File: src/hdl/dcache_pkg.sv
`default_nettype none

package dcache_pkg;

    // geometry
    localparam int ADDR_W     = 32;
    localparam int WORD_W     = 32;
    localparam int LINE_WORDS = 4;
    localparam int LINE_BYTES = 16;
    localparam int OFFSET_W   = 4;
    localparam int INDEX_W    = 4;    // 16 sets
    localparam int TAG_W      = ADDR_W - INDEX_W - OFFSET_W;
    localparam int WAYS       = 2;
    localparam int BEAT_W     = 2;

    // request size codes
    localparam logic [1:0] SIZE_BYTE = 2'd0;
    localparam logic [1:0] SIZE_HALF = 2'd1;
    localparam logic [1:0] SIZE_WORD = 2'd2;

    // controller states
    localparam logic [2:0] ST_IDLE    = 3'd0;
    localparam logic [2:0] ST_LOOKUP  = 3'd1;
    localparam logic [2:0] ST_WB_SEND = 3'd2;
    localparam logic [2:0] ST_RF_REQ  = 3'd3;
    localparam logic [2:0] ST_RF_DATA = 3'd4;
    localparam logic [2:0] ST_FILL    = 3'd5;

    // one cache line, seen as words (beats, loads) or as bytes (store merge)
    typedef union packed {
        logic [LINE_WORDS-1:0][WORD_W-1:0] words;
        logic [LINE_BYTES-1:0][7:0]        bytes;
    } line_u;

endpackage

`default_nettype wire

File: src/hdl/line_buffer.sv
`timescale 1ns/1ps
`default_nettype none

module line_buffer
    import dcache_pkg::*;
(
    input  wire               clk,
    input  wire               rstn,
    input  wire               i_capture,
    input  wire line_u        i_victim_line,
    input  wire               i_beat_we,
    input  wire [BEAT_W-1:0]  i_beat,
    input  wire [WORD_W-1:0]  i_beat_data,
    output line_u             o_line,
    output logic [WORD_W-1:0] o_beat_data
);
    // victim line first, then refill words land over it one by one
    always_ff @(posedge clk) begin
        if (!rstn)
            o_line <= '0;
        else if (i_capture)
            o_line <= i_victim_line;
        else if (i_beat_we)
            o_line.words[i_beat] <= i_beat_data;
    end

    assign o_beat_data = o_line.words[i_beat];    // write-back beat

endmodule

`default_nettype wire

File: config.mk
export PLATFORM = sky130hd
export DESIGN_NAME = line_buffer
export DESIGN_NICKNAME = d
export VERILOG_FILES = /design/src/hdl/dcache_pkg.sv /design/src/hdl/line_buffer.sv
export SDC_FILE = /design/constraint.sdc
export NUM_CORES = 1
export LEC_CHECK = 0
export BUFFER_PORTS_ARGS = -buffer_cell sky130_fd_sc_hd__buf_2
export CAP_MARGIN = 20
export CORE_AREA = 2 2 131 133
export DETAILED_ROUTE_END_ITERATION = 8
export DIE_AREA = 0 0 133 135
export PLACE_DENSITY_LB_ADDON = 0.2
export SKIP_CTS_REPAIR_TIMING = 1
export SYNTH_ARGS = -nofsm -noshare
export SYNTH_HDL_FRONTEND = slang
export SYNTH_SLANG_ARGS = --single-unit
File: constraint.sdc
create_clock -name clk -period 1.46 [get_ports clk]
set_clock_uncertainty 0.05 [all_clocks]
set_input_delay 0.292 -clock clk [delete_from_list [all_inputs] [get_ports clk]]
set_output_delay 0.292 -clock clk [all_outputs]
set_load 0.03 [all_outputs]
## Word-level counts from Yosys, hierarchy flattened

Index checks and enable logic that the tools add are counted.

- Order comparisons: 2
- Muxes and demuxes: 7
- Reduce and logical (&&, ||, !) cells: 2

Operators with widths:

| kind | count |
|---|---|
| $mux W128 | 2 |
| $bwmux W128 | 1 |
| $bmux W32 S2 | 1 |
| $demux W32 S2 | 1 |
| $mux W32 | 2 |
| $lt A2 B3 Y1 const B | 1 |
| $ge A2 B1 Y1 const B | 1 |
| $reduce_bool A2 Y1 | 1 |
| $logic_and A1 B1 Y1 | 1 |

- Bits in registers: 128
- Input port bits: 166
- Output and inout port bits: 160
- Logic and storage cells: 12

## Depth between registers and ports, before layout

- Depth in word-level cells: 7
- Gate-level depth with buffers: 6
- Gate-level depth less buffers: 3

## Worst setup path after synthesis

OpenSTA, ideal clock, no wires.

- Path type: input-to-output
- Start point: input port i_beat[0]
- End point: output port o_beat_data[10]
- Data arrival time: 1324 ps
- Required time: 1118 ps
- Path slack: -206 ps
- Stages: 3
- Path buffers: 2
- Cells stage by stage: buf_2 > buf_4 > mux4_2

- Cells in the longest elaborated chain, start to end: 2

RTL lines:

| element | RTL line | RTL |
|---|---|---|
| from (decl) | line_buffer.sv:12 | `input wire [BEAT_W-1:0] i_beat,` |
| $bmux W32 S2 | line_buffer.sv:27 | `assign o_beat_data = o_line.words[i_beat];` |
| $mux W32 (not written as such) | line_buffer.sv:27 |  |
| to (decl) | line_buffer.sv:15 | `output logic [WORD_W-1:0] o_beat_data` |

Every way passes these cells. The select of a mux whose other input is x is not followed.

## Final worst setup path

- Start point: register o_line[64] in the netlist's numbering
- End point: output port o_beat_data[0]

- Cells in the longest elaborated chain, start to end: 2

RTL lines:

| element | RTL line | RTL |
|---|---|---|
| from (decl) | line_buffer.sv:14 | `output line_u o_line,` |
| from (signal assigned) | line_buffer.sv:22 | `o_line <= i_victim_line;` |
| $bmux W32 S2 | line_buffer.sv:27 |  |
| $mux W32 (not written as such) | line_buffer.sv:27 |  |

Every way passes these cells. The select of a mux whose other input is x is not followed.

==> metrics.txt <==
RSZ-0062 raised after global routing true; drt pass-1 iters 5; CP Class reg2out; number of flip-flops in the largest register around 130; Largest regs o_line: 128 flops; Bufs on Longest Clock Path 2; Mapped Area between 0.006 and 0.007 mm²; Core Rows 47; Power Density 1080 mW/mm²; Top reg by flops o_line; combinational share of power 27.8%; post-synthesis sequential area ratio 37.6%; post-layout min period 1.75 ns; CP Launch Type flop; antenna violations before repair 1; clock group share of total power a little over a third; clk slew on worst S/H paths 0.06 ns; cell taking the most area after synthesis dfxtp_1; failing checks negative setup slack; status finished, violations left; top cells by count, synth dfxtp_1 (128), nand2_1 (97), o221ai_1 (96); Via density about 6; total CTS buffers 17; Port Buf Inserts ~330; HP Class in2reg; Pleak between 0.005 and 0.006 µW; syn_area_per_cell about 10 µm²; DIE HEIGHT approximately 140 µm; area growth from synthesis to layout 48.6%; root buffer cell clkbuf_16; asr flop ratio synth 0%; DRT Wirelength roughly 27,000 µm; worst hold slack 0.158 ns; switching power 3510 µW; Slowest cell on crit path mux4_2; CP cell instances mux4_2, buf_6; Worst EP arrival 1.41 ns; dpl cell area 0.00922 mm²; Routed wire per std cell 21.5 µm; count of nets after finishing between 1k and 1.5k; CTS H-Tree Depth 4; Final Instance Area 0.0101 mm²; Placer Congestion 0.852; Ys Warns 0; period utilisation layout 120%; Mapped Nets 848; Die W 133 µm; CTS tree yes; top-count cell post-synth dfxtp_1; largest net degree at the start of global routing 48; fin worst setup slack -0.293 ns; CP peak stage delay about 0.5 ns; final hold vios 0; via count 7,596; # setup viols final 32; CP Buf/Inv Count 1; first-pass GRT wire length 40,800 µm; die area ~0.018 mm²; number of routed nets with antenna violations 0; CP Data Required Time 1.12 ns; Relative slew margins 79.2%; net switching fraction of the power 32.0%; flops & latches, synth 128; Detailed Place HPWL 18,800 µm; share of the synthesized area in the top cell type between 30 and 40%; vias in the first global route 7,316; Internal Power 7470 µW; Max FO, Critical Path 3; grt ovf 0; DR iter-0 viols 518; max-cap viol count 0; fmax 0.570 GHz; I/O pins 326; Synth area leaders dfxtp_1 (38%), o221ai_1 (12%), mux4_2 (11%); GR Util All Layers between 20% and 30%; synth unique cells 22; Post-synth EDFFs 0; Least-Margin Pin Slew roughly 0.31 ns; Flop pwr share 36.6%; clk_lat worst skew about 0.42 ns; worst vdd ir 0.790 mV; CP Capture Type output pin; top_reg_cell synth dfxtp_1; Clock Sinks 128; DRC Markers 0; Core ar. 0.0164 mm²; layout cell share with drive strength beyond 1 53.4%; Max Slew Vio Count 0; Initial Util 41.5%; family with the most delay on the worst path multiplexers; cell count after synthesis 682; DP Worst Slack -0.329 ns
==> worst min-delay path, stage by stage <==
cell      delay [ns]
buf_2           0.07
nand2_1         0.04
o221ai_1        0.06
o211a_1         0.15
==> path summary, 6_finish.rpt <==
check                                       start        endpoint  slack (ns)  cells past startpoint
worst max register to register         o_line[63]      o_line[63]        0.49                      2
worst min register to register         o_line[16]      o_line[16]        0.46                      1
worst min-delay path            i_victim_line[26]      o_line[26]        0.16                      4
worst max-delay path                   o_line[64]  o_beat_data[0]       -0.29                      2
==> cell type report <==
type                    count  area, µm²
clock inverters             7       62.6
fillers                  1408       6290
clock buffers              24        462
multi-input cells         458       3810
diodes                      1       2.50
repair buffers            425       2860
well taps                 220        275
flip-flops and latches    128       2650
==> per-stage QoR <==
| stage | std cells | setup TNS (ns) | total power, µW | util [%] |
|---|---|---|---|---|
| 6_report | 1263 | -8.48 | 11000 | 61.7 |
| 5_1_grt | 1263 | -9.27 | 11400 | 61.7 |
| 4_1_cts | 1251 | -9.35 | 10800 | 59.4 |
| 3_5_place_dp | 1220 | -33.10 | 6910 | 56.2 |
| 3_3_place_gp | 1220 | -30.80 | 6890 | 56.2 |
| 2_1_floorplan | 682 | -0.886 | 5790 | - |
==> power by group through the flow <==
stage | clock network, µW | registers (µW) | logic [µW]
final | 3910 | 4010 | 3060
after global routing | 4100 | 4030 | 3240
after CTS | 3930 | 3980 | 2870
after detailed placement | 0 | 4050 | 2860
after global placement | 0 | 4050 | 2840
after floorplan | 0 | 4520 | 1270
==> layer usage <==
| metal | up-vias | global-route usage [%] | part of all wire (%) |
|---|---|---|---|
| li1 | 3436 | - | - |
| met1 | 3637 | 37.6 | 41 |
| met3 | 52 | 6.94 | 8.7 |
| met4 | 0 | 11.7 | 2.3 |
| met5 | - | 0 | 0 |
| met2 | 471 | 47.0 | 48 |
==> cell families after synthesis <==
kind of cell	after synthesis	synth area share, %
DFF	128	37.6
muxes	32	10.6
and+or+nand+nor	137	9.18
buffers and inverters	96	6.63
AOI/OAI and AO/OA	289	36.0
==> layout by cell type, fill, tap and decap left out, drive strengths merged <==
cell type | netlist | final
buf | 37 | 420
dfxtp | 128 | 128
nand2 | 97 | 97
o221ai | 96 | 96
o211a | 64 | 64
nand2b | 34 | 34
mux4 | 32 | 32
o2bb2a | 32 | 32
a21oi | 32 | 32
o311a | 32 | 32
o21ai | 32 | 32
clkbuf | 59 | 29
clkinv | 0 | 5
or2 | 3 | 3
and3b | 2 | 2
diode | 0 | 1
a31o | 1 | 1
nor3b | 1 | 1
clkinvlp | 0 | 1
bufinv | 0 | 1
(Power assumes the default switching activity.)
