--- src/hdl/dcache_pkg.sv ---
`default_nettype none

package dcache_pkg;

    // geometry
    localparam int ADDR_W     = 32;
    localparam int WORD_W     = 32;
    localparam int LINE_WORDS = 4;
    localparam int LINE_BYTES = 16;
    localparam int OFFSET_W   = 4;
    localparam int INDEX_W    = 4;    // 16 sets
    localparam int TAG_W      = ADDR_W - INDEX_W - OFFSET_W;
    localparam int WAYS       = 2;
    localparam int BEAT_W     = 2;

    // request size codes
    localparam logic [1:0] SIZE_BYTE = 2'd0;
    localparam logic [1:0] SIZE_HALF = 2'd1;
    localparam logic [1:0] SIZE_WORD = 2'd2;

    // controller states
    localparam logic [2:0] ST_IDLE    = 3'd0;
    localparam logic [2:0] ST_LOOKUP  = 3'd1;
    localparam logic [2:0] ST_WB_SEND = 3'd2;
    localparam logic [2:0] ST_RF_REQ  = 3'd3;
    localparam logic [2:0] ST_RF_DATA = 3'd4;
    localparam logic [2:0] ST_FILL    = 3'd5;

    // one cache line, seen as words (beats, loads) or as bytes (store merge)
    typedef union packed {
        logic [LINE_WORDS-1:0][WORD_W-1:0] words;
        logic [LINE_BYTES-1:0][7:0]        bytes;
    } line_u;

endpackage

`default_nettype wire

--- src/hdl/dcache_ctrl.sv ---
`timescale 1ns/1ps
`default_nettype none

module dcache_ctrl
    import dcache_pkg::*;
(
    input  wire                clk,
    input  wire                rstn,
    input  wire                i_req_valid,
    input  wire                i_req_write,
    input  wire [1:0]          i_req_size,
    input  wire                i_req_signed,
    input  wire [ADDR_W-1:0]   i_req_addr,
    input  wire [WORD_W-1:0]   i_req_wdata,
    input  wire                i_hit,
    input  wire                i_victim_dirty,
    input  wire [TAG_W-1:0]    i_victim_tag,
    input  wire                i_beat_last,
    input  wire                i_mem_rd_ready,
    input  wire                i_mem_rdata_valid,
    input  wire                i_mem_wr_ready,
    output logic               o_req_ready,
    output logic               o_resp_valid,
    output logic [INDEX_W-1:0] o_rd_index,
    output logic [ADDR_W-1:0]  o_cur_addr,
    output logic [1:0]         o_cur_size,
    output logic               o_cur_signed,
    output logic [WORD_W-1:0]  o_cur_wdata,
    output logic               o_cur_write,
    output logic               o_store_we,
    output logic               o_fill_we,
    output logic               o_lru_touch,
    output logic               o_capture_victim,
    output logic               o_beat_step,
    output logic               o_beat_fill,
    output logic               o_from_buffer,
    output logic               o_mem_rd_valid,
    output logic [ADDR_W-1:0]  o_mem_rd_addr,
    output logic               o_mem_wr_valid,
    output logic [ADDR_W-1:0]  o_mem_wr_addr
);
    logic [2:0] state_q, state_d;
    logic       accept, lookup_hit;

    assign lookup_hit  = (state_q == ST_LOOKUP) && i_hit;
    // a load hit may take the next request in the same cycle
    assign o_req_ready = (state_q == ST_IDLE) || (lookup_hit && !o_cur_write);
    assign accept      = i_req_valid && o_req_ready;

    always_ff @(posedge clk) begin
        if (!rstn)
            state_q <= ST_IDLE;
        else
            state_q <= state_d;
    end

    // held request
    always_ff @(posedge clk) begin
        if (accept) begin
            o_cur_addr   <= i_req_addr;
            o_cur_size   <= i_req_size;
            o_cur_signed <= i_req_signed;
            o_cur_wdata  <= i_req_wdata;
            o_cur_write  <= i_req_write;
        end
    end

    always_comb begin
        state_d = state_q;
        case (state_q)
            ST_IDLE:    if (accept) state_d = ST_LOOKUP;
            ST_LOOKUP: begin
                if (i_hit)
                    state_d = accept ? ST_LOOKUP : ST_IDLE;
                else
                    state_d = i_victim_dirty ? ST_WB_SEND : ST_RF_REQ;
            end
            ST_WB_SEND: if (i_mem_wr_ready && i_beat_last) state_d = ST_RF_REQ;
            ST_RF_REQ:  if (i_mem_rd_ready) state_d = ST_RF_DATA;
            ST_RF_DATA: if (i_mem_rdata_valid && i_beat_last) state_d = ST_FILL;
            default:    state_d = ST_IDLE;    // ST_FILL lasts one cycle
        endcase
    end

    assign o_rd_index = accept ? i_req_addr[OFFSET_W +: INDEX_W] : o_cur_addr[OFFSET_W +: INDEX_W];

    assign o_resp_valid     = lookup_hit || (state_q == ST_FILL);
    assign o_store_we       = lookup_hit && o_cur_write;
    assign o_lru_touch      = lookup_hit;
    assign o_capture_victim = (state_q == ST_LOOKUP) && !i_hit;
    assign o_fill_we        = (state_q == ST_FILL);
    assign o_from_buffer    = (state_q == ST_FILL);

    assign o_mem_wr_valid = (state_q == ST_WB_SEND);
    assign o_mem_rd_valid = (state_q == ST_RF_REQ);
    assign o_beat_fill    = (state_q == ST_RF_DATA) && i_mem_rdata_valid;
    assign o_beat_step    = (o_mem_wr_valid && i_mem_wr_ready) || o_beat_fill;

    assign o_mem_wr_addr = {i_victim_tag, o_cur_addr[OFFSET_W +: INDEX_W], {OFFSET_W{1'b0}}};
    assign o_mem_rd_addr = {o_cur_addr[ADDR_W-1:OFFSET_W], {OFFSET_W{1'b0}}};

    a_aligned: assert property (@(posedge clk) disable iff (!rstn)
        accept |-> !(i_req_size == SIZE_WORD && i_req_addr[1:0] != 2'b00)
                && !(i_req_size == SIZE_HALF && i_req_addr[0]));

    a_rd_hold: assert property (@(posedge clk) disable iff (!rstn)
        o_mem_rd_valid && !i_mem_rd_ready |=> o_mem_rd_valid && $stable(o_mem_rd_addr));

    a_wr_hold: assert property (@(posedge clk) disable iff (!rstn)
        o_mem_wr_valid && !i_mem_wr_ready |=> o_mem_wr_valid && $stable(o_mem_wr_addr));

endmodule

`default_nettype wire

--- config.mk ---
export PLATFORM = sky130hd
export DESIGN_NAME = dcache_ctrl
export DESIGN_NICKNAME = d
export VERILOG_FILES = /design/src/hdl/dcache_pkg.sv /design/src/hdl/dcache_ctrl.sv
export SDC_FILE = /design/constraint.sdc
export NUM_CORES = 1
export LEC_CHECK = 0
export BUFFER_PORTS_ARGS = -buffer_cell sky130_fd_sc_hd__buf_2
export CORE_AREA = 3 3 96 98
export DETAILED_ROUTE_END_ITERATION = 12
export DIE_AREA = 0 0 99 101
export PLACE_DENSITY = 0.73
export SLEW_MARGIN = 0
export SYNTH_ARGS = -nofsm -noshare
export SYNTH_HDL_FRONTEND = slang
export SYNTH_SLANG_ARGS = --single-unit
--- constraint.sdc ---
create_clock -name clk -period 5.5 [get_ports clk]
set_input_delay 1.1 -clock clk [delete_from_list [all_inputs] [get_ports clk]]
set_output_delay 1.1 -clock clk [all_outputs]
set_load 0.02 [all_outputs]
# ---- Word level (Yosys, flattened, before mapping)
# Index checks and enable logic that the tools add are counted.
dict set report classes {
  mux 9
  n_eq_ne 9
  n_reduce_logical 16
}
# cell n
set ops {}
lappend ops {{$pmux 3 s5} 1}
lappend ops {{$mux 3} 4}
lappend ops {{$logic_and 1x1->1} 9}
lappend ops {{$eq 3x2->1 const B} 2}
lappend ops {{$eq 3x3->1 const B} 2}
lappend ops {{$ne 2x2->1 const B} 3}
lappend ops {{$mux 4} 1}
lappend ops {{$reduce_and 4->1} 1}
lappend ops {{$eq 3x1->1 const B} 1}
lappend ops {{$logic_not 3->1} 1}
lappend ops {{$logic_or 1x1->1} 3}
lappend ops {{$logic_not 1->1} 2}
lappend ops {{$mux 1} 2}
lappend ops {{$mux 2} 1}
lappend ops {{$ne 2x1->1 const B} 1}
dict set report word_totals {
  wordCells 40
  regBits 71
  out_inout_bits 147
}

# ---- Longest topological paths before layout
dict set report logic_depth {
  depth_word 8
  ltp_mapped 5
}

# ---- Least setup slack after synthesis
# OpenSTA, ideal clock, no wires.
dict set report synth_timing {
  path_type {in2reg}
  startpoint {input i_hit}
  endpoint {register o_cur_addr[0] (enable)}
  setup_ns 0.422
  path_slack_ns 2.023
  path_stages 4
  t_arrival_ns 3.055
  required_ns 5.078
  cell_sequence {nand2b_2 > a211oi_4 > nand2_4 > inv_1}
}
dict set report synth_between {
  elab_chain_cells 4
}
# element line_no
set synth_lines {}
lappend synth_lines {{start, declared} dcache_ctrl.sv:15} ;# input wire i_hit,
lappend synth_lines {{$logic_and 1x1->1} dcache_ctrl.sv:45} ;# assign lookup_hit = (state_q == ST_LOOKUP) && i_hit;
lappend synth_lines {{$logic_and 1x1->1} dcache_ctrl.sv:47} ;# assign o_req_ready = (state_q == ST_IDLE) || (lookup_hit && !o_cur_write);
lappend synth_lines {{$logic_or 1x1->1} dcache_ctrl.sv:47}
lappend synth_lines {{via o_req_ready} dcache_ctrl.sv:22} ;# output logic o_req_ready,
lappend synth_lines {{$logic_and 1x1->1} dcache_ctrl.sv:48} ;# assign accept = i_req_valid && o_req_ready;
lappend synth_lines {{end signal, assigned} dcache_ctrl.sv:60} ;# o_cur_addr <= i_req_addr;
lappend synth_lines {{end, declared} dcache_ctrl.sv:25} ;# output logic [ADDR_W-1:0] o_cur_addr,
# The timed path passes the listed nets, and every way through them passes these cells.
# A chain may end at the register's enable or synchronous reset.

# ---- Worst setup path in the final report
dict set report layout_timing {
  startpoint {input i_hit}
  endpoint {output o_rd_index[3]}
}
dict set report layout_between {
  elab_chain_cells 5
}
# element line_no
set layout_lines {}
lappend layout_lines {{$logic_and 1x1->1} dcache_ctrl.sv:45}
lappend layout_lines {{$logic_and 1x1->1} dcache_ctrl.sv:47}
lappend layout_lines {{$logic_or 1x1->1} dcache_ctrl.sv:47}
lappend layout_lines {{$logic_and 1x1->1} dcache_ctrl.sv:48}
lappend layout_lines {{$mux 4} dcache_ctrl.sv:85} ;# assign o_rd_index = accept ? i_req_addr[OFFSET_W +: INDEX_W] : o_cur_addr[OFFSET_W +: INDEX_W];
lappend layout_lines {{end, declared} dcache_ctrl.sv:24} ;# output logic [INDEX_W-1:0] o_rd_index,
# No other way between the ends.

==> flow_summary.json <==
{
  "status": "completed",
  "ys_top_cells_by_area": "edfxtp_1 (71%), buf_4 (17%), dfxtp_1 (2.1%)",
  "relSlewSlack": 0.6130,
  "hold_viol": 0,
  "fin_crit_ps": 3308,
  "crit_chain": "buf_2 -> nand2b_2 -> a211oi_4 -> nand2_4 -> mux2_4 -> buf_2",
  "synthMostInstantiatedCell": "edfxtp_1",
  "hold_end": "state_q[1]$_SDFFE_PN0P_",
  "rows": 34,
  "synth_flop_cell": "edfxtp_1",
  "slew_violations": 0,
  "leakage_nw": 1.699,
  "synth.top_cell.area_share": 0.7053,
  "antenna_cells": 0,
  "viasPerCell": 4.223,
  "fmax_mhz": 302.3,
  "grt_antenna_before_repair": 0,
  "max_stage_delay_ps": 300,
  "routed_wirelength_um": 6183,
  "setup_viol": 0,
  "synthCells": 178,
  "cts_setup_buffers": 0,
  "clkSinkCount": 71,
  "dp_hpwl_um": 4811,
  "end_kind": "primary output",
  "crit_buf_inv": 2,
  "crit_type": "input port to primary output",
  "cp_top_family": "buffers and inverters",
  "worstHoldPathCells": 3,
  "grt_pass1_vias": 1764,
  "p_total_mw": 1.394,
  "syn_to_final_growth_pct": 29.13,
  "finalCritPeriodShare": 0.6014,
  "die_area_um2": 9999,
  "post-place-ws_ps": 2173,
  "maxCapViolations": 0,
  "core_um2": 8551,
  "ant_nets": 0,
  "fill_cells": 814,
  "setup_ws_ps": 2192,
  "async_flop_share": 0,
  "cp.required_ps": 4400,
  "yosysWarnings": 0,
  "htreeDepth": 3,
  "reg2reg_depth": 5,
  "cp-start-kind": "input port",
  "slowest_stage": "mux2_4",
  "synth_cell_type_count": 28,
  "crit_top_cell": "buf_2",
  "vias": 1837,
  "placed_area_um2": 3518,
  "grt.total_usage": 0.1164,
  "syn-cell-area_um2": 2895,
  "netlist_top_cells_count": "edfxtp_1 (68), buf_4 (65), mux2_4 (4), nand2_1 (4)",
  "fin_tns_setup_ps": 0,
  "firstDrtPassIters": 5,
  "cts-hold-fix-buffers": 0,
  "gp_congestion": 0.7755,
  "finalNetCount": 423,
  "cts_max_path_buffers": 2,
  "grt_overflow": 0,
  "finClkSkew_ps": 14.43,
  "post-route-drc-count": 0,
  "arrival_ps": 2210,
  "syn_avg_cell_area_um2": 16.27,
  "wire_per_inst_um": 14.21,
  "cts-root-buf": "clkbuf_8",
  "synth_edf_count": 68,
  "insertion_delay_ps": 340,
  "grt_max_degree": 40,
  "worstPathMaxFanout": 5,
  "r2r_start": "o_cur_write$_DFFE_PN_",
  "die_y_um": 101,
  "drive_above_1_share": 0.6636,
  "tightestPinTransition_ps": 579.6,
  "rsz0062_at_grt": "false",
  "cts_resized": 0,
  "portBuffers": 191,
  "utilization": 0.4372,
  "ir_worst_vdd_uv": 167.5,
  "ys_ff_latch": 71,
  "hold_start": "state_q[1]$_SDFFE_PN0P_",
  "pin_count": 248,
  "reg2reg_to": "o_cur_addr[5]$_DFFE_PN_",
  "cts_tree": "built",
  "p_per_area_nw_per_um2": 372.8,
  "cts_buffers": 9,
  "synth_seq_area_share": 0.7260,
  "yosysTopAreaCell": "edfxtp_1",
  "grt_pass1_wl_um": 8852,
  "start_util": 0.3386,
  "r2r_slack_ps": 3080,
  "drt_iter0_drc": 31,
  "post-route-cell-area_um2": 3739,
  "clkTransAtPathRegs_ps": 70,
  "hold_class": "flip-flop to flip-flop",
  "die_x_um": 99
}
## registers in the layout, summed over array words and instances, names as in the netlist
register and flops:
o_cur_signed 1, o_cur_size 2, state_q 3, o_cur_addr 32, o_cur_wdata 32, o_cur_write 1
## per-layer routing
layer / vias up / GRT usage / wire length [um] / part of all wire
met3: 11 / 0.05467 / 710 / 0.11
li1: 844 / - / - / -
met5: - / 0 / 0 / 0
met2: 118 / 0.1901 / 3167 / 0.51
met4: 0 / 0.04307 / 59 / 0.0095
met1: 864 / 0.1338 / 2246 / 0.36
## worst max path at each step
stage / from / end / slack (ps) / cells past startpoint
finish: i_hit / o_rd_index[3] / 2190 / 6
global route: i_hit / o_rd_index[3] / 2120 / 6
CTS: i_hit / o_rd_index[3] / 2170 / 6
detailed placement: i_hit / o_rd_index[3] / 2170 / 6
global placement: i_hit / o_rd_index[3] / 2190 / 6
floorplan: i_hit / o_cur_addr[0]$_DFFE_PN_ / 2020 / 4
## where the power goes
part / total [mW] / internal, mW / leakage [nW] / switching, mW
registers: 0.678 / 0.656 / 0.675 / 0.0217
logic: 0.261 / 0.0859 / 0.921 / 0.175
clock network: 0.455 / 0.258 / 0.103 / 0.197
## area by class of cell
class | instances | area, um^2 | area share
timing repair buffer | 192 | 963.4 | 0.2577
multi-input combinational | 45 | 306.5 | 0.08199
sequential | 71 | 2102 | 0.5622
clock inverter | 6 | 92.59 | 0.02477
tap | 108 | 135.1 | 0.03614
inverter | 3 | 11.26 | 0.003012
clock buffer | 10 | 127.6 | 0.03414
## cells in the final DEF (no fill, tap or decap)
master / Yosys / routed
and2_1: 2 / 2
o31ai_1: 1 / 1
inv_6: 0 / 1
nand3b_1: 2 / 2
o31a_1: 1 / 1
inv_2: 0 / 1
clkbuf_1: 0 / 1
clkbuf_8: 1 / 9
nand2_4: 1 / 1
nand3_1: 2 / 2
mux2_4: 4 / 4
a31oi_1: 1 / 1
edfxtp_1: 68 / 68
and3_1: 2 / 2
nor3_1: 2 / 2
buf_4: 65 / 1
clkinv_4: 0 / 1
dfxtp_1: 3 / 3
buf_2: 0 / 191
a211oi_4: 1 / 1
a21oi_1: 2 / 2
clkinvlp_4: 0 / 2
nor2_1: 2 / 2
bufinv_16: 0 / 2
nor3b_1: 1 / 1
nor2b_1: 3 / 3
o21ai_0: 1 / 1
conb_1: 1 / 8
o22a_2: 1 / 1
inv_1: 3 / 2
nand2_1: 4 / 4
nand2b_2: 1 / 1
o211ai_1: 1 / 1
nand2b_1: 1 / 1
or2_2: 1 / 1
## kinds of logic (layout without fill, tap and decap cells)
family	count (synthesis)	after routing	synth area share
compound gates	9	9	0.02593
simple gates	24	24	0.04883
mux	4	4	0.02074
flops	71	71	0.7260
other cells	1	8	0.001295
buf+inv	69	211	0.1772
## stage by stage
step / hold slack (ps) / std cells
final: 763.9 / 435
after global routing: 788.7 / 435
after CTS: 760.2 / 435
after detailed placement: 747.9 / 419
after global placement: 740.2 / 419
after floorplan: 657.1 / 185
## worst reg2reg max path, delay by kind of cell, from the launching register on
family | cells | cell delay [ps]
DFF | 1 | 420
AOI/OAI and AO/OA | 1 | 290
buffers and inverters | 2 | 980
and+or+nand+nor | 2 | 350
Note: power is estimated with default switching activity, not from simulation.
