<file path="src/hdl/dcache_pkg.sv">
`default_nettype none

package dcache_pkg;

    // geometry
    localparam int ADDR_W     = 32;
    localparam int WORD_W     = 32;
    localparam int LINE_WORDS = 4;
    localparam int LINE_BYTES = 16;
    localparam int OFFSET_W   = 4;
    localparam int INDEX_W    = 4;    // 16 sets
    localparam int TAG_W      = ADDR_W - INDEX_W - OFFSET_W;
    localparam int WAYS       = 2;
    localparam int BEAT_W     = 2;

    // request size codes
    localparam logic [1:0] SIZE_BYTE = 2'd0;
    localparam logic [1:0] SIZE_HALF = 2'd1;
    localparam logic [1:0] SIZE_WORD = 2'd2;

    // controller states
    localparam logic [2:0] ST_IDLE    = 3'd0;
    localparam logic [2:0] ST_LOOKUP  = 3'd1;
    localparam logic [2:0] ST_WB_SEND = 3'd2;
    localparam logic [2:0] ST_RF_REQ  = 3'd3;
    localparam logic [2:0] ST_RF_DATA = 3'd4;
    localparam logic [2:0] ST_FILL    = 3'd5;

    // one cache line, seen as words (beats, loads) or as bytes (store merge)
    typedef union packed {
        logic [LINE_WORDS-1:0][WORD_W-1:0] words;
        logic [LINE_BYTES-1:0][7:0]        bytes;
    } line_u;

endpackage

`default_nettype wire

</file>
<file path="src/hdl/load_store_align.sv">
`timescale 1ns/1ps
`default_nettype none

module load_store_align
    import dcache_pkg::*;
(
    input  wire [OFFSET_W-1:0]    i_addr_offset,
    input  wire [1:0]             i_size,
    input  wire                   i_signed,
    input  wire [WORD_W-1:0]      i_wdata,
    input  wire                   i_write,
    input  wire line_u            i_hit_line,
    input  wire line_u            i_buf_line,
    input  wire                   i_from_buffer,
    output logic [WORD_W-1:0]     o_rdata,
    output logic [LINE_BYTES-1:0] o_byte_en,
    output line_u                 o_merged_line
);
    line_u             src_line, lane_line;
    logic [WORD_W-1:0] word, lanes;
    logic [7:0]        ld_byte;
    logic [15:0]       ld_half;
    logic [3:0]        word_en;
    logic [1:0]        lane;

    assign lane     = i_addr_offset[1:0];
    assign src_line = i_from_buffer ? i_buf_line : i_hit_line;
    assign word     = src_line.words[i_addr_offset[OFFSET_W-1:2]];
    assign ld_byte  = word[{lane, 3'b000} +: 8];
    assign ld_half  = lane[1] ? word[31:16] : word[15:0];

    always_comb begin
        case (i_size)
            SIZE_BYTE: o_rdata = {{24{i_signed & ld_byte[7]}}, ld_byte};
            SIZE_HALF: o_rdata = {{16{i_signed & ld_half[15]}}, ld_half};
            default:   o_rdata = word;
        endcase
        if (i_write)
            o_rdata = '0;
    end

    always_comb begin
        case (i_size)
            SIZE_BYTE: begin
                lanes   = {4{i_wdata[7:0]}};
                word_en = 4'b0001 << lane;
            end
            SIZE_HALF: begin
                lanes   = {2{i_wdata[15:0]}};
                word_en = 4'b0011 << lane;
            end
            default: begin
                lanes   = i_wdata;
                word_en = 4'b1111;
            end
        endcase
        lane_line.words = {LINE_WORDS{lanes}};
        o_byte_en = i_write ? LINE_BYTES'(word_en) << {i_addr_offset[OFFSET_W-1:2], 2'b00} : '0;
        for (int b = 0; b < LINE_BYTES; b++) begin
            o_merged_line.bytes[b] = o_byte_en[b] ? lane_line.bytes[b] : i_buf_line.bytes[b];
        end
    end

endmodule

`default_nettype wire

</file>
<file path="config.mk">
export PLATFORM = sky130hd
export DESIGN_NAME = load_store_align
export DESIGN_NICKNAME = d
export VERILOG_FILES = /design/src/hdl/dcache_pkg.sv /design/src/hdl/load_store_align.sv
export SDC_FILE = /design/constraint.sdc
export NUM_CORES = 1
export LEC_CHECK = 0
export BUFFER_PORTS_ARGS = -buffer_cell sky130_fd_sc_hd__buf_4
export CORE_AREA = 2 2 185 187
export DETAILED_ROUTE_END_ITERATION = 10
export DIE_AREA = 0 0 187 189
export GPL_TIMING_DRIVEN = 0
export SYNTH_ARGS = -nofsm -noshare
export SYNTH_HDL_FRONTEND = slang
export SYNTH_SLANG_ARGS = --single-unit
export TNS_END_PERCENT = 1
</file>
<file path="constraint.sdc">
create_clock -name vclk -period 2.5
set_input_delay 0.25 -clock vclk [all_inputs]
set_output_delay 0.25 -clock vclk [all_outputs]
set_load 0.05 [all_outputs]
</file>
* Word level (Yosys, flattened, before mapping)
Cells that the tools add are included.
** Storage, ports and cells
- Flip-flop bits (word level) :: 0
- Output and inout port bits :: 176
- Word-level logic and storage cells :: 34
** Operators by class
- $lt $le $gt $ge :: 1
- Equality and inequality tests :: 1
- Reduce and logical (&&, ||, !) cells :: 1
- Bitwise gates (word level) :: 2
- Mux-type cells :: 25
- Shift operators :: 4
** Operators by type and width (count)
- 2-to-1 mux 128 bit :: 1
- 2-to-1 mux 8 bit :: 16
- case mux 32 bit (2 select lines) :: 2
- binary-select mux 32 bit (select 2 bit) :: 1
- 2-to-1 mux 32 bit :: 2
- 2-to-1 mux 16 bit :: 2
- variable part select 32 x 6 -> 8 bit :: 1
- << shifter 4 x 4 -> 16 bit :: 1
- case mux 4 bit (2 select lines) :: 1
- << shifter 1 x 2 -> 4 bit, first input constant :: 1
- << shifter 2 x 2 -> 4 bit, first input constant :: 1
- < comparator 2 x 3 -> 1 bit, second input constant :: 1
- bitwise AND 1 bit :: 2
- equality test 2 x 1 -> 1 bit, second input constant :: 1
- logical NOT 2 bit :: 1

* Depth between registers and ports, before layout
Gate-level depths: netlist of run 1.
- Word-level depth :: 7
- Depth in mapped cells :: 9

* Least setup slack after synthesis of run 1
No wires, ideal clock.
- Path type :: input to output
- Start :: input port i_addr_offset[3]
- End :: output port o_rdata[10]
- Data required time :: 2.250 ns
- Setup slack :: -0.316 ns
- Arrival :: 2.566 ns
- Stages :: 6
- Path buffers :: 1
- Path through :: clkbuf_1 > and2b_1 > a22o_1 > nor3_2 > nor4_4 > o32ai_1
** On the way
- Word-level cells in the longest chain between the ends :: 6
** Ends and longest elaborated chain
- start, declared :: RTL line load_store_align.sv:7 : input wire [OFFSET_W-1:0] i_addr_offset,
- binary-select mux 32 bit (select 2 bit) * :: RTL line load_store_align.sv:28 : assign word = src_line.words[i_addr_offset[OFFSET_W-1:2]];
- 2-to-1 mux 32 bit (implied by the code) * :: RTL line load_store_align.sv:28
- variable part select 32 x 6 -> 8 bit :: RTL line load_store_align.sv:29 : assign ld_byte = word[{lane, 3'b000} +: 8];
- bitwise AND 1 bit :: RTL line load_store_align.sv:34 : SIZE_BYTE: o_rdata = {{24{i_signed & ld_byte[7]}}, ld_byte};
- case mux 32 bit (2 select lines) * :: RTL line load_store_align.sv:33 : case (i_size)
- 2-to-1 mux 32 bit * :: RTL line load_store_align.sv:38 : if (i_write)
- end, declared :: RTL line load_store_align.sv:15 : output logic [WORD_W-1:0] o_rdata,
Every way passes the cells marked *; elsewhere a longest branch is shown, timed or not. The select of a mux whose other input is x is not followed.

==> results.py, run 1 <==
metrics = {
    "grt": {
        "grt_pass1_vias": 7167,
        "grt_max_degree": 11,
        "grt_usage_pct": 20.89,
        "overflow": 0,
        "grtUsageMet2_pct": 38.20,
        "use_met3_pct": 3.503,
        "grt_pass1_wl_mm": 53.53,
        "busiest_layer": "met2",
        "antenna_found_initial": 0,
        "grtUsageMet1_pct": 26.68,
    },
    "final_layout": {
        "fin_cells": 1489,
        "nets": 1340,
        "area_growth_pct": 103.4,
        "drive_gt1_share_pct": 64.07,
        "clkbuf_count": 0,
        "postLayoutCellArea_um2": 9084,
        "design.seq.count": 0,
        "regArea_um2": 0,
        "fillCellCount": 3650,
        "antenna_cells": 0,
    },
    "logic_synthesis": {
        "ys_warn_count": 0,
        "synth_cell_types": 45,
        "syn_inst": 558,
        "syn_nets": 855,
        "ys_seq_area_share_pct": 0,
        "synth.avg_cell_area_um2": 8.005,
        "syn_area_um2": 4467,
    },
    "worst_setup_path": {
        "cpPeakStageDelay_ns": 0.36,
        "worstPathMaxFanout": 10,
        "path_class": "primary input to output pin",
        "worstPathCellList": "clkbuf_1 > inv_1 > nand2_1 > nand2_1 > clkbuf_1 > o21ai_0 > buf_4",
        "cp_data_arrival_time_ns": 2.34,
        "crit_path_start_kind": "primary input",
        "cp-end-kind": "output pin",
        "slowest_stage": "clkbuf_1",
        "critical_path_required_ns": 2.25,
        "crit_start": "i_size[1]",
    },
    "power": {
        "power_switching_mw": 1.680,
        "internal-power_mw": 1.041,
        "power.density_nw_per_um2": 299.5,
        "clock_power_share_pct": 0,
        "leakage_nw": 4.361,
        "combPwrFrac_pct": 100.0,
        "seqPwrFrac_pct": 0,
        "p_sw_share_pct": 61.73,
        "vdd_drop_max_mv": 0.09889,
    },
    "floorplan": {
        "io_pins": 473,
        "fp.coreArea_um2": 33280,
        "die_height_um": 189,
        "initial_core_util_pct": 13.42,
        "die_area_um2": 35340,
        "die_width_um": 187,
        "num_rows": 67,
    },
    "timing": {
        "fin_crit_ns": 2.593,
        "finalHoldViolCount": 0,
        "setup_viol": 17,
        "period_share_pct": 103.7,
        "rsz0062_at_grt": "yes",
        "setup_tns_ns": -0.5128,
        "worstMarginPinSlew_ns": 0.8135,
        "worst_slack_ns": -0.09280,
        "fmax_mhz": 385.7,
        "drv_slew": 0,
        "max_slew_margin_pct": 45.77,
    },
    "drt": {
        "wl_per_cell_um": 26.66,
        "drt_iter0_markers": 519,
        "drtPass1Iterations": 6,
        "viasPerCell": 4.803,
        "ant_nets": 0,
        "drc_errors": 0,
        "wl_mm": 39.69,
        "dr_total_vias": 7152,
    },
    "placed_design": {
        "dp.cells": 1473,
        "place_congestion": 0.9035,
        "io_buffers": 467,
        "dpl-instance-area_um2": 8533,
        "hpwl_mm": 34.18,
    },
    "job": {
        "cap_violations": 0,
    },
    "status": {
        "violations": "setup timing",
        "status": "finished, violations left",
    },
    "worst_hold_path": {
        "hold_class": "primary input to output pin",
        "hp-start": "i_buf_line[31]",
    },
    "clocking": {
        "hold_buffers": 0,
    },
}
==> worst max-delay path: cells and delay by family <==
kind	cells	cell delay, ns
buf+inv	4	1.20
simple gates	2	0.52
compound gates	1	0.36
==> cell usage in the layout, fill, tap and decap left out, types with 8 or more instances in the layout <==
master	Yosys	final
mux2i_1	65	37
a21oi_1	10	9
a22oi_1	9	9
mux2i_2	0	13
nor2_1	25	24
mux4_2	56	56
nand2_1	120	111
mux2_2	33	33
clkbuf_1	25	8
o21ai_0	97	96
nand2_2	0	9
buf_6	6	8
o22ai_1	15	15
buf_4	3	482
mux2i_4	0	15
o32ai_1	8	8
inv_1	19	19
clkbuf_2	0	10
==> worst paths after layout <==
kind | depth (start not counted) | end
worst max-delay path | 7 | o_merged_line[29]
worst min-delay path | 4 | o_merged_line[31]
==> metal layers <==
layer  share of wire [%]  wire length (um)  up-vias
li1                    -                 -     3129
met1                  41             16240     3557
met2                  51             20090      440
met3                 7.5              2978       26
met4                0.97               386        0
met5                   0                 0        -
==> cells in the mapped netlist, drive strengths merged, types with 2 or more instances <==
| library cell | count | area (um2) |
|---|---|---|
| a21oi | 10 | 50.05 |
| o22ai | 15 | 93.84 |
| a22oi | 16 | 155.1 |
| nor4 | 3 | 55.05 |
| o22a | 7 | 61.31 |
| o21ai | 98 | 490.5 |
| nand2 | 120 | 450.4 |
| nor2 | 26 | 100.1 |
| buf | 20 | 158.9 |
| a22o | 3 | 26.28 |
| mux2 | 35 | 397.9 |
| o2bb2ai | 3 | 45.04 |
| nor3 | 2 | 26.28 |
| clkbuf | 25 | 93.84 |
| nand3 | 5 | 25.02 |
| nand2b | 5 | 31.28 |
| mux2i | 65 | 650.6 |
| o41ai | 2 | 36.29 |
| and2 | 3 | 18.77 |
| o32ai | 8 | 70.07 |
| inv | 19 | 71.32 |
| nor2b | 2 | 12.51 |
| mux4 | 56 | 1261 |
==> timing repair <==
action,in CTS,in global routing
pin swaps,2,3
gates cloned,0,2
setup endpoints to repair,134,112
buffers inserted,3,11
resized for setup,61,53
==> cell type report <==
cell class | count | area [um2] | area share [%]
Inverter | 19 | 71.32 | 0.7851
Tap cell | 448 | 560.5 | 6.171
Timing Repair Buffer | 483 | 3672 | 40.43
Multi-Input combinational cell | 494 | 4415 | 48.61
Buffer | 45 | 364.1 | 4.008
==> logic make-up after synthesis <==
logic type / Yosys count / synth area share, %
multiplexers: 156 / 51.71
AND/OR/NAND/NOR: 170 / 16.86
buffers and inverters: 64 / 7.255
AO/OA/AOI/OAI: 168 / 24.17
==> power groups by stage <==
stage               Sequential (mW)  Clock [mW]  Combinational (mW)
global placement                  0           0                2.56
global route                      0           0                2.84
floorplan                         0           0                1.46
finish                            0           0                2.72
CTS                               0           0                2.66
detailed placement                0           0                2.57
==> per-stage QoR <==
stage	power (mW)	setup WS, ns	utilization, %	hold WS [ns]
finish	2.721	-0.09280	27.29	0.8754
global route	2.837	-0.1667	27.29	0.8923
CTS	2.655	-0.1879	26.37	0.8771
detailed placement	2.571	-0.8890	25.64	0.8763
global placement	2.561	-0.8995	25.64	0.8739
floorplan	1.464	-0.3163	-	0.7964
No activity file was read; power rests on OpenSTA's default activity.
==> inputs of run 2 (changes only) <==
--- a/config.mk
+++ b/config.mk
@@ -5,10 +5,11 @@
 export SDC_FILE = /design/constraint.sdc
 export NUM_CORES = 1
 export LEC_CHECK = 0
+export ABC_AREA = 1
 export BUFFER_PORTS_ARGS = -buffer_cell sky130_fd_sc_hd__buf_4
-export CORE_AREA = 2 2 185 187
+export CORE_AREA = 2 2 184 186
 export DETAILED_ROUTE_END_ITERATION = 10
-export DIE_AREA = 0 0 187 189
+export DIE_AREA = 0 0 186 188
 export GPL_TIMING_DRIVEN = 0
 export SYNTH_ARGS = -nofsm -noshare
 export SYNTH_HDL_FRONTEND = slang
==> run 2 against run 1 <==
  * The run still ends with setup timing left
  * Fmax increased by 3.7%
  * Clock-buffer cell count unchanged
  * Routed wire length increased by 13%
  * Global-route usage increased by 3.4 points
  * Die area decreased by 1.1%
  * Synthesized cell count increased by 89%
  * Via count increased by 29%
  * Largest cell class unchanged
  * Highest routed layer is now met5
==> results.py, run 2 <==
metrics = {
    "logic_synthesis": {
        "syn_nets": 1349,
        "synth_common_cells": "nand2_1, o21ai_0, inv_1, nor2_1, a21oi_1",
        "synth.area.mux_share_pct": 6.357,
        "synth_cell_types": 27,
        "ys_warn_count": 0,
        "synth-simple-area-share_pct": 37.59,
        "synth_xor_area_share_pct": 0,
        "synthAdderAreaFrac_pct": 0,
        "synth.avg_cell_area_um2": 4.715,
        "synthTopCellsByArea": "nand2_1, o21ai_0, inv_1, nor2_1, a21oi_1",
        "syn_inst": 1052,
        "yosysMostFrequentCell": "nand2_1",
        "synth_compound_area_share_pct": 38.70,
        "ys_seq_area_share_pct": 0,
        "yosysTopAreaCellShare_pct": 23.08,
        "synth_top_family_by_area": "compound AO/OA/AOI/OAI gates",
        "syn_area_um2": 4960,
        "yosys.area.top_type": "nand2_1",
    },
    "timing": {
        "fmax_mhz": 399.9,
        "rsz0062_at_grt": "yes",
        "drv_slew": 0,
        "setup_viol": 1,
        "finalHoldViolCount": 0,
        "worst_slack_ns": -0.0003728,
        "whs_ns": 0.9010,
        "period_share_pct": 100.0,
        "max_slew_margin_pct": 23.62,
        "fin_crit_ns": 2.500,
        "worstMarginPinSlew_ns": 1.134,
    },
    "drt": {
        "dr_total_vias": 9244,
        "drt_iter0_markers": 615,
        "wl_mm": 45.00,
        "drc_errors": 0,
        "viasPerCell": 4.669,
        "drtPass1Iterations": 5,
        "ant_nets": 0,
        "wl_per_cell_um": 22.73,
    },
    "grt": {
        "grt_pass1_wl_mm": 61.84,
        "grt_pass1_vias": 9291,
        "grt_usage_pct": 24.24,
        "antenna_found_initial": 3,
        "grtUsageMet1_pct": 28.14,
        "use_met3_pct": 4.156,
        "grt_max_degree": 11,
        "overflow": 0,
        "grtUsageMet2_pct": 46.30,
        "busiest_layer": "met2",
    },
    "final_layout": {
        "regArea_um2": 0,
        "clkbuf_count": 0,
        "area_growth_pct": 91.20,
        "nets": 1830,
        "drive_gt1_share_pct": 40.89,
        "design.seq.count": 0,
        "layout_commonest_cell": "buf_4",
        "postLayoutCellArea_um2": 9483,
        "final_cell_mix": "buf_4, nand2_1, o21ai_0, inv_1, nor2_1",
        "utilization_pct": 28.64,
    },
    "floorplan": {
        "fp.coreArea_um2": 33110,
        "io_pins": 473,
        "die_width_um": 186,
        "num_rows": 67,
        "initial_core_util_pct": 14.98,
        "die_area_um2": 34970,
        "die_height_um": 188,
    },
    "worst_setup_path": {
        "cp_top_family": "buffers and inverters",
        "critical_path_required_ns": 2.25,
        "crit_buf_inv": 7,
        "worstPathMaxFanout": 10,
        "cp-end-kind": "output pin",
        "path_class": "primary input to output pin",
        "crit_top_cell": "buf_4",
        "slowest_stage": "o22ai_1",
        "worstPathCellList": "buf_4 > buf_6 > buf_12 > buf_6 > buf_4 > clkbuf_4 > nor2_1 > o22ai_1 > o211ai_1 > a21oi_1 > buf_4",
        "cp_data_arrival_time_ns": 2.25,
        "cpPeakStageDelay_ns": 0.24,
        "crit_path_start_kind": "primary input",
    },
    "placed_design": {
        "io_buffers": 470,
        "place_congestion": 0.9002,
        "hpwl_mm": 39.02,
        "pre_cts_ws_ns": -0.4797,
        "dpl-instance-area_um2": 9054,
    },
    "clocking": {
        "hold_buffers": 0,
    },
    "status": {
        "status": "finished, violations left",
        "violations": "setup timing",
    },
    "power": {
        "leakage_nw": 4.859,
        "vdd_drop_max_mv": 0.1181,
        "power.density_nw_per_um2": 279.8,
    },
    "job": {
        "cap_violations": 0,
    },
    "worst_hold_path": {
        "hold_class": "primary input to output pin",
    },
}
run 2: changes by cell type after synthesis, sizes merged, moves of 61 or more:
cell and delta:
o21ai +140, mux2i -65, a21oi +61, nand2 +187
inv +109, nor2 +90
run 2: cells by family after synthesis:
logic type | after synthesis
mux | 28
compound gates | 360
buf+inv | 200
simple gates | 464
run 2: metal layers:
metal | part of all wire [%] | vias up | routed length [um]
li1 | - | 4411 | -
met1 | 39 | 4310 | 17510
met2 | 51 | 473 | 22940
met3 | 8.1 | 48 | 3644
met4 | 2.0 | 2 | 893
met5 | 0.016 | - | 7
run 2: through the flow:
stage / TNS, ns / cells / power (mW)
floorplan: -6.009 / 1052 / 1.425
global placement: -16.74 / 1970 / 2.559
detailed placement: -17.35 / 1970 / 2.558
CTS: -0.2230 / 1973 / 2.608
global route: -0.7899 / 1979 / 2.813
finish: -0.0003728 / 1980 / 2.654
run 2: final timing paths:
kind                        from                 to  slack (ns)  cells after the start
hold / removal    i_buf_line[36]  o_merged_line[36]        0.90                      4
setup / recovery   i_from_buffer         o_rdata[5]     -0.0004                     11
run 2: layout make-up:
| type | count | area [um2] |
|---|---|---|
| fill | 3888 | 23630 |
| antenna | 1 | 2.502 |
| tap | 448 | 560.5 |
| timing repair buffer | 480 | 3626 |
| buffer | 71 | 508.0 |
| multi-input combinational | 852 | 4305 |
| inverter | 128 | 480.5 |
run 2: timing repair:
action                     4_1_cts  5_1_grt
gates resized for setup         56       74
pin swaps                        4       16
setup endpoints to repair      124       45
buffers inserted                 3        7
run 2: power by group:
group          switching [mW]    total [mW]  internal (mW)
logic                    1.75          2.65          0.908
registers                   0             0              0
clock network               0  0.0000000535   0.0000000535
==> inputs of run 3 (changes only) <==
--- a/config.mk
+++ b/config.mk
@@ -14,4 +14,3 @@
 export SYNTH_ARGS = -nofsm -noshare
 export SYNTH_HDL_FRONTEND = slang
 export SYNTH_SLANG_ARGS = --single-unit
-export TNS_END_PERCENT = 1
==> constraint.sdc (replaced) <==
create_clock -name vclk -period 2.1
set_input_delay 0.21 -clock vclk [all_inputs]
set_output_delay 0.21 -clock vclk [all_outputs]
set_load 0.05 [all_outputs]
==> run 3 against run 2 <==
  * The flow still finishes with violations (setup timing)
  * Setup slack got worse by 0.18 ns
  * Non-clock buffer count rose by 71
  * First-iteration DRC count decreased by 9.3%
==> results.py, run 3 (synthesized netlist as in run 2, its figures left out) <==
metrics = {
    "timing": {
        "period_share_pct": 108.6,
        "rsz0062_at_grt": "yes",
        "worstMarginPinSlew_ns": 1.046,
        "fmax_mhz": 438.4,
        "setup_viol": 29,
        "max_slew_margin_pct": 29.55,
        "drv_slew": 0,
        "finalHoldViolCount": 0,
        "fin_crit_ns": 2.281,
        "worst_slack_ns": -0.1812,
    },
    "grt": {
        "overflow": 0,
        "grt_usage_pct": 24.87,
        "antenna_found_initial": 2,
        "grt_pass1_wl_mm": 63.00,
        "grt_pass1_vias": 9588,
        "grt_max_degree": 11,
    },
    "floorplan": {
        "die_area_um2": 34970,
        "die_height_um": 188,
        "num_rows": 67,
        "io_pins": 473,
        "die_width_um": 186,
        "fp.coreArea_um2": 33110,
        "initial_core_util_pct": 14.98,
    },
    "worst_setup_path": {
        "critical_path_required_ns": 1.89,
        "cp-end-kind": "output pin",
        "path_class": "primary input to output pin",
        "crit_path_start_kind": "primary input",
        "cpPeakStageDelay_ns": 0.18,
        "crit_top_cell": "buf_12",
        "slowest_stage": "a21oi_2",
        "cp_data_arrival_time_ns": 2.07,
        "worstPathMaxFanout": 5,
        "worstPathCellList": "buf_12 > buf_12 > buf_16 > buf_12 > buf_12 > a21oi_2 > o21ai_1 > o21ai_1 > nand2_1 > nand2_4 > nand2_2 > nand2_1 > nand2_1 > a21oi_2 > buf_6",
    },
    "placed_design": {
        "place_congestion": 0.8858,
        "io_buffers": 470,
        "pre_cts_ws_ns": -0.8022,
        "hpwl_mm": 39.00,
        "dp.cells": 1970,
    },
    "final_layout": {
        "final_cell_mix": "buf_4, nand2_1, inv_1, o21ai_0, o21ai_1",
        "drive_gt1_share_pct": 54.68,
        "layout_commonest_cell": "buf_4",
        "nets": 1901,
        "area_growth_pct": 131.3,
        "design.seq.count": 0,
        "clkbuf_count": 0,
        "regArea_um2": 0,
        "fin_cells": 2052,
    },
    "power": {
        "leakage_nw": 5.593,
        "vdd_drop_max_mv": 0.1207,
        "power.density_nw_per_um2": 324.0,
    },
    "drt": {
        "drt_iter0_markers": 558,
        "ant_nets": 0,
        "drtPass1Iterations": 5,
        "dr_total_vias": 9663,
        "wl_mm": 46.67,
        "viasPerCell": 4.709,
        "wl_per_cell_um": 22.74,
        "drc_errors": 0,
    },
    "worst_hold_path": {
        "hold_class": "primary input to output pin",
    },
    "job": {
        "cap_violations": 0,
    },
    "status": {
        "violations": "setup timing",
        "status": "finished, violations left",
    },
}
[run 3: report_power, final]
group	leakage [nW]	total (mW)	internal [mW]	switching, mW
sequential	0	0	0	0
clock	0.0000127	0.0000000843	0.0000000842	0
combinational	5.59	3.72	1.41	2.31
[run 3: through the flow]
step	utilization [%]	hold WS (ns)	instance area (um2)	total power, mW	setup TNS (ns)
after global placement	28.38	0.8066	9399	3.151	-74.88
after global routing	34.63	0.8280	11470	3.902	-5.596
after detailed placement	28.38	0.8020	9399	3.156	-75.32
final	34.64	0.8069	11470	3.717	-2.457
after CTS	33.03	0.8044	10940	3.579	-2.823
after floorplan	-	0.6348	5310	1.793	-12.29
[run 3: critical path: cells and delay by family]
kind            cells  cell delay, ns
buf+inv             6            0.89
compound gates      4            0.53
simple gates        5            0.43
[run 3: path summary, 6_finish.rpt]
| check | slack (ns) | from | end | depth (start not counted) |
|---|---|---|---|---|
| hold / removal | 0.81 | i_buf_line[0] | o_merged_line[0] | 4 |
| setup / recovery | -0.18 | i_from_buffer | o_rdata[3] | 15 |
[run 3: what timing repair did]
action	4_1_cts	5_1_grt
cloned	6	3
setup buffers	53	20
resized for setup	315	113
setup endpoints to repair	171	79
pin swaps	77	74
hold buffers	0	0
[run 3: layout make-up]
cell class / instances / area (um2)
diodes: 2 / 5.005
inverters: 128 / 500.5
plain buffers: 71 / 739.5
repair buffers: 551 / 4527
multi-input cells: 852 / 5139
well taps: 448 / 560.5
fillers: 3748 / 21640
[run 3: metal layers]
layer  track usage [%]  up-vias  share of wire, %
li1                  -     4567                 -
met1             28.08     4519                38
met2             47.01      505                51
met3             3.981       72               7.4
met4             7.511        0               3.6
met5                 0        -                 0
